==> src/common/bridge_macros.svh <==
// AHB-to-APB bridge configuration
// Bus widths, APB slave count and the fixed slave address map

`ifndef BRIDGE_MACROS_SVH
`define BRIDGE_MACROS_SVH

// Bus widths
`define BRIDGE_ADDR_W      32
`define BRIDGE_DATA_W      32

// Number of APB slaves behind the bridge
`define BRIDGE_NUM_SLAVES  4

// ------------------------------------------------------------------------
// Slave address ranges, inclusive byte addresses
// ------------------------------------------------------------------------
`define BRIDGE_SLAVE0_START 32'h0000_0000
`define BRIDGE_SLAVE0_END   32'h0000_0FFF

`define BRIDGE_SLAVE1_START 32'h0000_1000
`define BRIDGE_SLAVE1_END   32'h0000_1FFF

`define BRIDGE_SLAVE2_START 32'h0000_2000
`define BRIDGE_SLAVE2_END   32'h0000_2FFF

// Hole at 0x3000 to 0x3FFF reads as zero
`define BRIDGE_SLAVE3_START 32'h0000_4000
`define BRIDGE_SLAVE3_END   32'h0000_4FFF

`endif

==> src/common/bridge_pkg.sv <==
// Bridge type package
// AHB transfer kinds, APB sequencer states and the structs that carry
// a captured AHB transfer and the APB command built from it

`include "bridge_macros.svh"

package bridge_pkg;

  // AHB htrans encoding
  typedef enum logic [1:0] {
    htrans_idle   = 2'b00,
    htrans_busy   = 2'b01,
    htrans_nonseq = 2'b10,
    htrans_seq    = 2'b11
  } htrans_t;

  // One-hot APB sequencer state
  typedef enum logic [2:0] {
    apb_idle   = 3'b001,
    apb_setup  = 3'b010,
    apb_access = 3'b100
  } apb_state_t;

  // One bit per APB slave
  typedef logic [`BRIDGE_NUM_SLAVES-1:0] slave_sel_t;

  // Transfer latched in the AHB address phase
  typedef struct packed {
    logic [`BRIDGE_ADDR_W-1:0] addr;
    logic                      write;
  } ahb_xfer_t;

  // Command driven onto the APB pins
  typedef struct packed {
    logic [`BRIDGE_ADDR_W-1:0] addr;
    logic                      write;
    slave_sel_t                sel;
  } apb_cmd_t;

endpackage

==> src/bridge/ahb2apb_bridge.sv <==
// AHB to APB bridge, top level
// Single AHB slave port in front of four APB slaves with fixed address
// ranges. One transfer at a time; hready stays low for the APB setup and
// access phases plus any slave wait states. Write data passes straight
// through to pwdata.

`include "bridge_macros.svh"

module ahb2apb_bridge (
  // AHB side
  input  logic                      hclk8,
  input  logic                      hreset_n8,
  input  logic                      hsel,
  input  logic [`BRIDGE_ADDR_W-1:0] haddr,
  input  bridge_pkg::htrans_t       htrans,
  input  logic [`BRIDGE_DATA_W-1:0] hwdata,
  input  logic                      hwrite,
  output logic [`BRIDGE_DATA_W-1:0] hrdata,
  output logic                      hready,

  // APB side
  input  logic [`BRIDGE_NUM_SLAVES-1:0] pready,
  input  logic [`BRIDGE_DATA_W-1:0]     prdata [`BRIDGE_NUM_SLAVES],
  output logic [`BRIDGE_ADDR_W-1:0]     paddr,
  output logic                          penable,
  output logic                          pwrite,
  output logic [`BRIDGE_DATA_W-1:0]     pwdata,
  output logic [`BRIDGE_NUM_SLAVES-1:0] psel
);

  import bridge_pkg::*;

  ahb_xfer_t                 xfer;
  apb_cmd_t                  cmd;
  slave_sel_t                sel;
  logic                      capture;
  logic                      data_phase;
  logic                      done;
  logic                      pready_mux;
  logic [`BRIDGE_DATA_W-1:0] prdata_mux;

  // ------------------------------------------------------------------------
  // AHB front end and address decode
  // ------------------------------------------------------------------------
  ahb_slave_port i_ahb_slave_port (
    .hclk8      (hclk8),
    .hreset_n8  (hreset_n8),
    .hsel       (hsel),
    .htrans     (htrans),
    .haddr      (haddr),
    .hwrite     (hwrite),
    .done       (done),
    .prdata_mux (prdata_mux),
    .hready     (hready),
    .hrdata     (hrdata),
    .capture    (capture),
    .data_phase (data_phase),
    .xfer       (xfer)
  );

  slave_decode i_slave_decode (
    .hclk8     (hclk8),
    .hreset_n8 (hreset_n8),
    .capture   (capture),
    .haddr     (haddr),
    .sel       (sel)
  );

  // ------------------------------------------------------------------------
  // APB sequencer and response mux
  // ------------------------------------------------------------------------
  apb_master_fsm i_apb_master_fsm (
    .hclk8      (hclk8),
    .hreset_n8  (hreset_n8),
    .data_phase (data_phase),
    .xfer       (xfer),
    .sel        (sel),
    .pready_mux (pready_mux),
    .cmd        (cmd),
    .penable    (penable),
    .done       (done)
  );

  apb_read_mux i_apb_read_mux (
    .sel        (cmd.sel),
    .penable    (penable),
    .pready     (pready),
    .prdata     (prdata),
    .pready_mux (pready_mux),
    .prdata_mux (prdata_mux)
  );

  // APB pins straight from the command register
  assign paddr  = cmd.addr;
  assign pwrite = cmd.write;
  assign psel   = cmd.sel;

  // Master holds hwdata while hready is low
  assign pwdata = hwdata;

endmodule

==> src/bridge/ahb_slave_port.sv <==
// AHB slave port of the bridge
// Tracks the address and data phases, captures NONSEQ and SEQ transfers
// while hready is high and stalls the master until the APB side is done.
// Read data is registered into hrdata on completion.

`include "bridge_macros.svh"

module ahb_slave_port (
  input  logic                      hclk8,
  input  logic                      hreset_n8,
  input  logic                      hsel,
  input  bridge_pkg::htrans_t       htrans,
  input  logic [`BRIDGE_ADDR_W-1:0] haddr,
  input  logic                      hwrite,
  input  logic                      done,
  input  logic [`BRIDGE_DATA_W-1:0] prdata_mux,
  output logic                      hready,
  output logic [`BRIDGE_DATA_W-1:0] hrdata,
  output logic                      capture,
  output logic                      data_phase,
  output bridge_pkg::ahb_xfer_t     xfer
);

  import bridge_pkg::*;

  logic addr_phase;
  logic valid_xfer;

  // Only NONSEQ and SEQ start an APB access
  assign valid_xfer = hsel && ((htrans == htrans_nonseq) || (htrans == htrans_seq));
  assign capture    = addr_phase && valid_xfer;
  assign hready     = addr_phase;

  // ------------------------------------------------------------------------
  // Phase tracking
  // ------------------------------------------------------------------------
  always_ff @(posedge hclk8 or negedge hreset_n8) begin
    if (!hreset_n8) begin
      addr_phase <= 1'b1;
      data_phase <= 1'b0;
    end else if (capture) begin
      addr_phase <= 1'b0;
      data_phase <= 1'b1;
    end else if (done) begin
      addr_phase <= 1'b1;
      data_phase <= 1'b0;
    end
  end

  // Address and direction of the accepted transfer
  always_ff @(posedge hclk8 or negedge hreset_n8) begin
    if (!hreset_n8) begin
      xfer <= '0;
    end else if (capture) begin
      xfer.addr  <= haddr;
      xfer.write <= hwrite;
    end
  end

  // Read data back to the master
  always_ff @(posedge hclk8 or negedge hreset_n8) begin
    if (!hreset_n8) begin
      hrdata <= '0;
    end else if (done) begin
      hrdata <= prdata_mux;
    end
  end

  // A completion only ever answers a transfer the port accepted
  a_done_in_data_phase: assert property (@(posedge hclk8) disable iff (!hreset_n8)
    done |-> data_phase)
    else $error("APB completion without a pending AHB transfer");

endmodule

==> src/bridge/apb_master_fsm.sv <==
// APB master sequencer
// Runs one setup and one access phase per captured AHB transfer, holds
// the command steady through slave wait states and flags completion
// back to the AHB port. Always returns to idle after an access.

`include "bridge_macros.svh"

module apb_master_fsm (
  input  logic                   hclk8,
  input  logic                   hreset_n8,
  input  logic                   data_phase,
  input  bridge_pkg::ahb_xfer_t  xfer,
  input  bridge_pkg::slave_sel_t sel,
  input  logic                   pready_mux,
  output bridge_pkg::apb_cmd_t   cmd,
  output logic                   penable,
  output logic                   done
);

  import bridge_pkg::*;

  apb_state_t state;

  // Completion is the access cycle in which the selected slave is ready
  assign done = (state == apb_access) && pready_mux;

  // ------------------------------------------------------------------------
  // State register and APB outputs
  // ------------------------------------------------------------------------
  always_ff @(posedge hclk8 or negedge hreset_n8) begin
    if (!hreset_n8) begin
      state   <= apb_idle;
      cmd     <= '0;
      penable <= 1'b0;
    end else begin
      case (state)
        apb_idle: begin
          // Pending AHB transfer, start the setup phase
          if (data_phase) begin
            state     <= apb_setup;
            cmd.addr  <= xfer.addr;
            cmd.write <= xfer.write;
            cmd.sel   <= sel;
          end
        end

        apb_setup: begin
          state   <= apb_access;
          penable <= 1'b1;
        end

        apb_access: begin
          // Wait states keep everything as is
          if (pready_mux) begin
            state   <= apb_idle;
            penable <= 1'b0;
            cmd.sel <= '0;
          end
        end

        default: begin
          state   <= apb_idle;
          penable <= 1'b0;
          cmd.sel <= '0;
        end
      endcase
    end
  end

  // ------------------------------------------------------------------------
  // Protocol checks
  // ------------------------------------------------------------------------

  // penable only while the AHB master is still stalled
  a_penable_pending: assert property (@(posedge hclk8) disable iff (!hreset_n8)
    penable |-> data_phase)
    else $error("penable without a pending AHB transfer");

  // Issued command still matches the captured transfer and select
  a_cmd_matches: assert property (@(posedge hclk8) disable iff (!hreset_n8)
    (state == apb_access) |->
      ((cmd.addr == xfer.addr) && (cmd.write == xfer.write) && (cmd.sel == sel)))
    else $error("APB command differs from the captured transfer");

endmodule

==> src/bridge/slave_decode.sv <==
// APB slave address decoder
// Compares the AHB address against the fixed slave ranges and registers
// a one-hot select together with the transfer capture. Addresses outside
// every range give an all-zero select.

`include "bridge_macros.svh"

module slave_decode (
  input  logic                      hclk8,
  input  logic                      hreset_n8,
  input  logic                      capture,
  input  logic [`BRIDGE_ADDR_W-1:0] haddr,
  output bridge_pkg::slave_sel_t    sel
);

  import bridge_pkg::*;

  // Inclusive range bounds, indexed by slave number
  localparam logic [`BRIDGE_ADDR_W-1:0] range_start [`BRIDGE_NUM_SLAVES] = '{
    `BRIDGE_SLAVE0_START,
    `BRIDGE_SLAVE1_START,
    `BRIDGE_SLAVE2_START,
    `BRIDGE_SLAVE3_START
  };
  localparam logic [`BRIDGE_ADDR_W-1:0] range_end [`BRIDGE_NUM_SLAVES] = '{
    `BRIDGE_SLAVE0_END,
    `BRIDGE_SLAVE1_END,
    `BRIDGE_SLAVE2_END,
    `BRIDGE_SLAVE3_END
  };

  slave_sel_t hit;

  always_comb begin
    hit = '0;
    for (int i = 0; i < `BRIDGE_NUM_SLAVES; i++) begin
      hit[i] = (haddr >= range_start[i]) && (haddr <= range_end[i]);
    end
  end

  // Held until the next accepted transfer
  always_ff @(posedge hclk8 or negedge hreset_n8) begin
    if (!hreset_n8) begin
      sel <= '0;
    end else if (capture) begin
      sel <= hit;
    end
  end

  // Overlapping ranges in the map would show up here
  a_sel_onehot: assert property (@(posedge hclk8) disable iff (!hreset_n8)
    $onehot0(sel))
    else $error("more than one slave selected");

endmodule

==> src/logic/apb_read_mux.sv <==
// APB response multiplexer
// Picks pready and prdata of the selected slave. An access with no slave
// selected completes at once and returns zero.

`include "bridge_macros.svh"

module apb_read_mux (
  input  bridge_pkg::slave_sel_t    sel,
  input  logic                      penable,
  input  bridge_pkg::slave_sel_t    pready,
  input  logic [`BRIDGE_DATA_W-1:0] prdata [`BRIDGE_NUM_SLAVES],
  output logic                      pready_mux,
  output logic [`BRIDGE_DATA_W-1:0] prdata_mux
);

  import bridge_pkg::*;

  slave_sel_t                ready_hit;
  logic [`BRIDGE_DATA_W-1:0] rdata_or;

  // AND-OR mux, unselected slaves are masked to zero
  always_comb begin
    rdata_or = '0;
    for (int i = 0; i < `BRIDGE_NUM_SLAVES; i++) begin
      if (sel[i]) begin
        rdata_or = rdata_or | prdata[i];
      end
    end
  end

  assign ready_hit = sel & pready;

  // Unmapped address, nobody will answer so the bridge does
  assign pready_mux = (sel == '0) ? penable : |ready_hit;
  assign prdata_mux = rdata_or;

endmodule

==> config.mk <==
export PLATFORM = sky130hd
export DESIGN_NAME = ahb2apb_bridge
export DESIGN_NICKNAME = d
export VERILOG_FILES = /design/src/common/bridge_pkg.sv /design/src/bridge/ahb2apb_bridge.sv /design/src/bridge/ahb_slave_port.sv /design/src/bridge/apb_master_fsm.sv /design/src/bridge/slave_decode.sv /design/src/logic/apb_read_mux.sv
export VERILOG_INCLUDE_DIRS = /design/src /design/src/common
export SDC_FILE = /design/constraint.sdc
export NUM_CORES = 1
export LEC_CHECK = 0
export ABC_AREA = 1
export CAP_MARGIN = 25
export CORE_MARGIN = 2
export CORE_UTILIZATION = 30
export CTS_CLUSTER_DIAMETER = 100
export DETAILED_ROUTE_END_ITERATION = 8
export DONT_BUFFER_PORTS = 1
export GPL_TIMING_DRIVEN = 0
export MAX_ROUTING_LAYER = met4
export SLEW_MARGIN = 40
export SYNTH_ARGS = -nofsm -noshare
export SYNTH_HDL_FRONTEND = slang
export SYNTH_SLANG_ARGS = --single-unit
==> constraint.sdc <==
create_clock -name hclk8 -period 1.35 [get_ports hclk8]
set_input_delay 0.135 -clock hclk8 [delete_from_list [all_inputs] [get_ports hclk8]]
set_output_delay 0.135 -clock hclk8 [all_outputs]
set_load 0.1 [all_outputs]
==> After elaboration in Yosys (flattened, before gate mapping) <==
Cells that the tools add are included.
{ "op_classes": {"magnitude_cmp": 8, "n_eq_ne": 7, "muxes": 17, "bitwise_logic": 6, "reduce_logical": 15} }
{ "ops": {"columns": ["op", "n"], "rows": [
  ["2-to-1 mux 32 bit", 4],
  ["OR 32 bit", 3],
  [">= comparator 32 x 1 -> 1 bit (second input constant)", 1],
  [">= comparator 32 x 13 -> 1 bit (second input constant)", 1],
  [">= comparator 32 x 14 -> 1 bit (second input constant)", 1],
  [">= comparator 32 x 15 -> 1 bit (second input constant)", 1],
  ["less-or-equal comparator 32 x 12 -> 1 bit (second input constant)", 1],
  ["less-or-equal comparator 32 x 13 -> 1 bit (second input constant)", 1],
  ["less-or-equal comparator 32 x 14 -> 1 bit (second input constant)", 1],
  ["less-or-equal comparator 32 x 15 -> 1 bit (second input constant)", 1],
  ["case mux 4 bit (3 select lines)", 1],
  ["case mux 3 bit (3 select lines)", 1],
  ["2-to-1 mux 4 bit", 2],
  ["logical AND 1 bit", 7],
  ["2-to-1 mux 1 bit", 6],
  ["2-to-1 mux 3 bit", 2],
  ["AND reduction 2 bit", 3],
  ["AND 4 bit", 1],
  ["== test 2 bit (second input constant)", 2],
  ["zero test 4 bit", 1],
  ["OR reduction 4 bit", 1],
  ["== test 3 x 1 -> 1 bit (second input constant)", 1],
  ["== test 3 x 2 -> 1 bit (second input constant)", 1],
  ["== test 3 bit (second input constant)", 1],
  ["other kinds (7)", 8]
]} }
{ "word_totals": {"reg_bits": 112, "inputBits": 202} }

==> Longest topological paths before layout <==
{ "logic_depth": {"depth_word": 7, "ltp_mapped": 10} }

==> Modules after synthesis <==
From an unflattened synthesis, not the netlist that was laid out.
{ "hier_totals": {"cells_unflattened": 749, "hier_area_um2": 5786.8} }
{ "modules_own_cells": {"columns": ["module", "n_inst", "cells_per_inst", "area_each_um2", "seq_area_each_um2"], "rows": [
  ["ahb_slave_port", 1, 292, 2670.1, 1677.9],
  ["apb_master_fsm", 1, 184, 1622.8, 1027.2],
  ["apb_read_mux", 1, 187, 937.1, 0.0],
  ["slave_decode", 1, 54, 316.6, 100.1],
  ["ahb2apb_bridge", 1, 32, 240.2, 0.0]
]} }

==> Least setup slack after synthesis <==
No wires, ideal clock.
{ "synth_timing": {"path_kind": "register to register", "startpoint": "register, netlist name i_apb_master_fsm.cmd[1]", "endpoint": "register i_ahb_slave_port.hrdata[12]", "setup_time_ns": 0.122, "arrival_time_ns": 1.804, "required_time_ns": 1.228, "path_slack_ns": -0.576, "path_stages_with_launch": 11, "n_path_buf": 3, "period_less_slack_ns": 1.926, "cell_sequence": "dfrtp_1 buf_6 nand2_1 nand2_1 nor2_2 nand2_1 nand2_2 buf_6 buf_12 nand2_1 o21ai_2"} }
{ "synth_between": {"elab_chain_cells": 5, "word_cells_on_any_way": 10, "cone_classes": "mux (4); bitwise (3); reduce/logical (3)"} }
{ "synth_lines": {"columns": ["element", "line_no", "rtl"], "rows": [
  ["2-to-1 mux 32 bit", "apb_read_mux.sv:25", "if (sel[i]) begin"],
  ["OR 32 bit", "apb_read_mux.sv:26", "rdata_or = rdata_or | prdata[i];"],
  ["2-to-1 mux 32 bit", "apb_read_mux.sv:25", null],
  ["OR 32 bit", "apb_read_mux.sv:26", null],
  ["2-to-1 mux 32 bit", "apb_read_mux.sv:25", null],
  ["end signal, assigned", "ahb_slave_port.sv:65", "hrdata <= prdata_mux;"],
  ["end, declared", "ahb_slave_port.sv:18", "output logic [`BRIDGE_DATA_W-1:0] hrdata,"]
]} }
Parallel ways exist; a longest one is shown, timed or not.
A chain may end at the register's enable or synchronous reset.

==> Final worst setup path <==
{ "layout_timing": {"startpoint": "register, netlist name i_apb_master_fsm.cmd[1]", "endpoint": "register i_ahb_slave_port.hrdata[16]"} }
{ "layout_between": {"elab_chain_cells": 5, "word_cells_on_any_way": 10, "cone_classes": "mux (4); bitwise (3); reduce/logical (3)"} }
{ "layout_lines": {"columns": ["element", "line_no"], "rows": [
  ["2-to-1 mux 32 bit", "apb_read_mux.sv:25"],
  ["OR 32 bit", "apb_read_mux.sv:26"],
  ["2-to-1 mux 32 bit", "apb_read_mux.sv:25"],
  ["OR 32 bit", "apb_read_mux.sv:26"],
  ["2-to-1 mux 32 bit", "apb_read_mux.sv:25"]
]} }
Parallel ways exist; a longest one is shown, timed or not.

==> results.sh <==
export IMPL_clock_path_buffers=2
export IMPL_yosysWarnings=0
export IMPL_status="finished, violations left"
export IMPL_tightest_slew_ns=0.552
export IMPL_ys_flop_type="dfrtp_1"
export IMPL_avgRoutedWirePerCell_um=19.4
export IMPL_p_total_mw=15.3
export IMPL_rows=49
export IMPL_ys_seq_area_share_pct=51.2
export IMPL_wl_met3_um=1150
export IMPL_vias=4811
export IMPL_syn2layout_area_growth_pct=44.0
export IMPL_drt_pass1_iter_count=5
export IMPL_cts_tree="yes"
export IMPL_hp_class="in2async"
export IMPL_gp_congestion=0.797
export IMPL_timing_hold_ws_ns=-0.537
export IMPL_hpwlAfterDp_um=13000
export IMPL_critPathCaptureType="flip-flop"
export IMPL_hold_viol_final=112
export IMPL_timing_final_crit_share_pct=133
export IMPL_async_flop_share_pct=100
export IMPL_synth_area_leaders="dfrtp_1, nand2_1, o21ai_0"
export IMPL_finalSetupViolCount=112
export IMPL_start_util_pct=30.5
export IMPL_power_density_nw_per_um2=1940
export IMPL_cts_clk_slew_worst_paths_ns=0.08
export IMPL_synth_area_per_cell_um2=8.33
export IMPL_seq_area_um2=2910
export IMPL_core_um2=18000
export IMPL_track_usage_pct=19.6
export IMPL_port_buffers=0
export IMPL_synthesis_area_um2=5480
export IMPL_arrival_ns=2.03
export IMPL_grt_setup_unrepaired="yes"
export IMPL_finalWirelength_um=19300
export IMPL_routed_top_layer="met4"
export IMPL_htreeDepth=3
export IMPL_start_kind="flip-flop"
export IMPL_route_met2_wl_um=9890
export IMPL_multi_input_area_um2=2460
export IMPL_failed_checks="hold timing, setup timing"
export IMPL_met1Wirelength_um=8030
export IMPL_n_fill_cell=1722
export IMPL_ys_ff_latch=112
export IMPL_finClkSkew_ns=0.0131
export IMPL_root_buffer="clkbuf_16"
export IMPL_period_minus_slack_ns=1.79
export IMPL_relSlewSlack_pct=63.2
export IMPL_num_io_pins=305
export IMPL_syn_inst=658
export IMPL_synth_top_area_cell="dfrtp_1"
export IMPL_required_ns=1.59
export IMPL_fp_dieW_um=139
export IMPL_synth_edf_count=0
export IMPL_detailed_place_area_um2=5930
export IMPL_syn_num_nets=860
export IMPL_irDropWorstVdd_uv=1370
export IMPL_die_area_um2=19400
export IMPL_clk_latency_ns=0.36
export IMPL_design_area_um2=7890
export IMPL_drc=0
export IMPL_cts_sinks=112
export IMPL_path_max_fanout=7
export IMPL_cellLeakagePower_nw=3.58
export IMPL_avgViaCountPerCell=4.84
export IMPL_final_util_pct=43.9
export IMPL_drv_slew=0
export IMPL_fmax_mhz=558
export IMPL_cts_buffers=9
export IMPL_fin_nets=962
export IMPL_yosysUniqueCellTypes=22
export IMPL_dieHeight_um=139
export IMPL_fin_ws_ns=-0.443
export IMPL_grt_pass1_wl_um=28100
export IMPL_synth_common_cells="nand2_1, dfrtp_1, o21ai_0, inv_1, nand3_1"
export IMPL_grt_pass1_vias=4703
export IMPL_final_layout_size_suffix_gt1_share_pct=42.1
export IMPL_ant_nets=0
export IMPL_gr_total_overflow=0
export IMPL_diodes=0
export IMPL_critical_path_class="reg2reg"
export IMPL_antenna_found_initial=0
export IMPL_max_cap_violations=0
export IMPL_initialDrtViolationCount=208
export IMPL_synth_top_area_share_pct=50.2
export IMPL_grt_max_degree=113
export IMPL_synth_most_common_cell="nand2_1"
[repair_timing]
item,in CTS,in global routing
pin swaps,2,11
endpoints found under the hold margin,180,113
buffers inserted,11,3
endpoints found under the setup margin,132,112
hold buffers,64,1
gates resized for setup,134,97
cloned,8,3
[per-layer routing]
layer,up-vias,track usage (%)
met4,0,4.04
met1,2309,23.4
met5,-,-
li1,2269,-
met3,16,4.45
met2,217,34.0
[cells in the final DEF (no fill, tap or decap), drive strengths merged]
cell type | netlist | routed
nor3 | 2 | 2
dfstp | 2 | 2
dlygate4sd3 | 0 | 65
o21ai | 84 | 84
nand4 | 6 | 6
clkinv | 0 | 3
bufinv | 0 | 2
nand2 | 261 | 261
a21oi | 33 | 33
buf | 56 | 78
clkbuf | 13 | 25
inv | 40 | 43
dfrtp | 110 | 110
nor2 | 12 | 12
nand3 | 39 | 39
[where the power goes]
group          switching (mW)  total, mW  leakage (nW)  internal (mW)
Sequential               3.97       8.41          1.35           4.44
Combinational            2.24       3.80          2.06           1.56
Clock                    1.41       3.08         0.164           1.67
Total                    7.62       15.3          3.58           7.67
[final timing paths]
| path | start | end | slack [ns] | depth (start not counted) |
|---|---|---|---|---|
| max | i_apb_master_fsm.cmd[1] | i_ahb_slave_port.hrdata[16] | -0.44 | 9 |
| min | hreset_n8 | i_ahb_slave_port.hrdata[11] | -0.54 | 0 |
| max reg2reg | i_apb_master_fsm.cmd[1] | i_ahb_slave_port.hrdata[16] | -0.44 | 9 |
| min reg2reg | i_ahb_slave_port.xfer[20] | i_apb_master_fsm.cmd[24] | 0.47 | 2 |
| max in group asynchronous | hreset_n8 | i_apb_master_fsm.state[0] | 1.52 | 0 |
| min in group hclk8 | prdata[67] | i_ahb_slave_port.hrdata[3] | 0.06 | 4 |
[worst max-delay path, cell delays in order (launching register included)]
cell and delay, ns:
dfrtp_4 0.63, buf_8 0.20, nor2_4 0.10, nand3_2 0.09, nand2_2 0.11, nand2_4 0.07
buf_12 0.18, clkbuf_16 0.17, nand2_2 0.06, o21ai_2 0.05
[per-stage QoR]
step	TNS [ns]	cells	setup WS, ns	hold slack, ns
2_1_floorplan	-9.46	658	-0.281	-0.161
3_3_place_gp	-29.64	887	-0.560	-0.157
3_5_place_dp	-31.98	889	-0.539	-0.157
4_1_cts	-26.58	988	-0.430	-0.558
5_1_grt	-37.65	994	-0.515	-0.561
6_report	-27.07	994	-0.443	-0.537
[final cells by class]
cell class	count	share of cell area, %
flip-flops and latches	112	36.8
clock inverters	7	1.41
well taps	229	3.63
repair buffers	90	12.9
plain buffers	69	8.78
multi-input cells	437	31.2
repair inverters	1	0.143
inverters	40	2.22
clock buffers	9	2.85
[sequential cells by signal (all words and copies together) (netlist names)]
register and cells:
i_ahb_slave_port.data_phase 1, i_apb_master_fsm.penable 1, i_slave_decode.sel 4, i_ahb_slave_port.xfer 33, i_ahb_slave_port.hrdata 32, i_apb_master_fsm.state 3, i_apb_master_fsm.cmd 37, i_ahb_slave_port.hready 1
[logic make-up (layout without fill, tap and decap cells)]
group	Yosys count	in the layout	share of synthesized area, %
AO/OA/AOI/OAI	117	117	12.7
buffers and inverters	109	216	11.9
flip-flops	112	112	51.2
AND/OR/NAND/NOR	320	320	24.1
No activity file was read; power rests on OpenSTA's default activity.
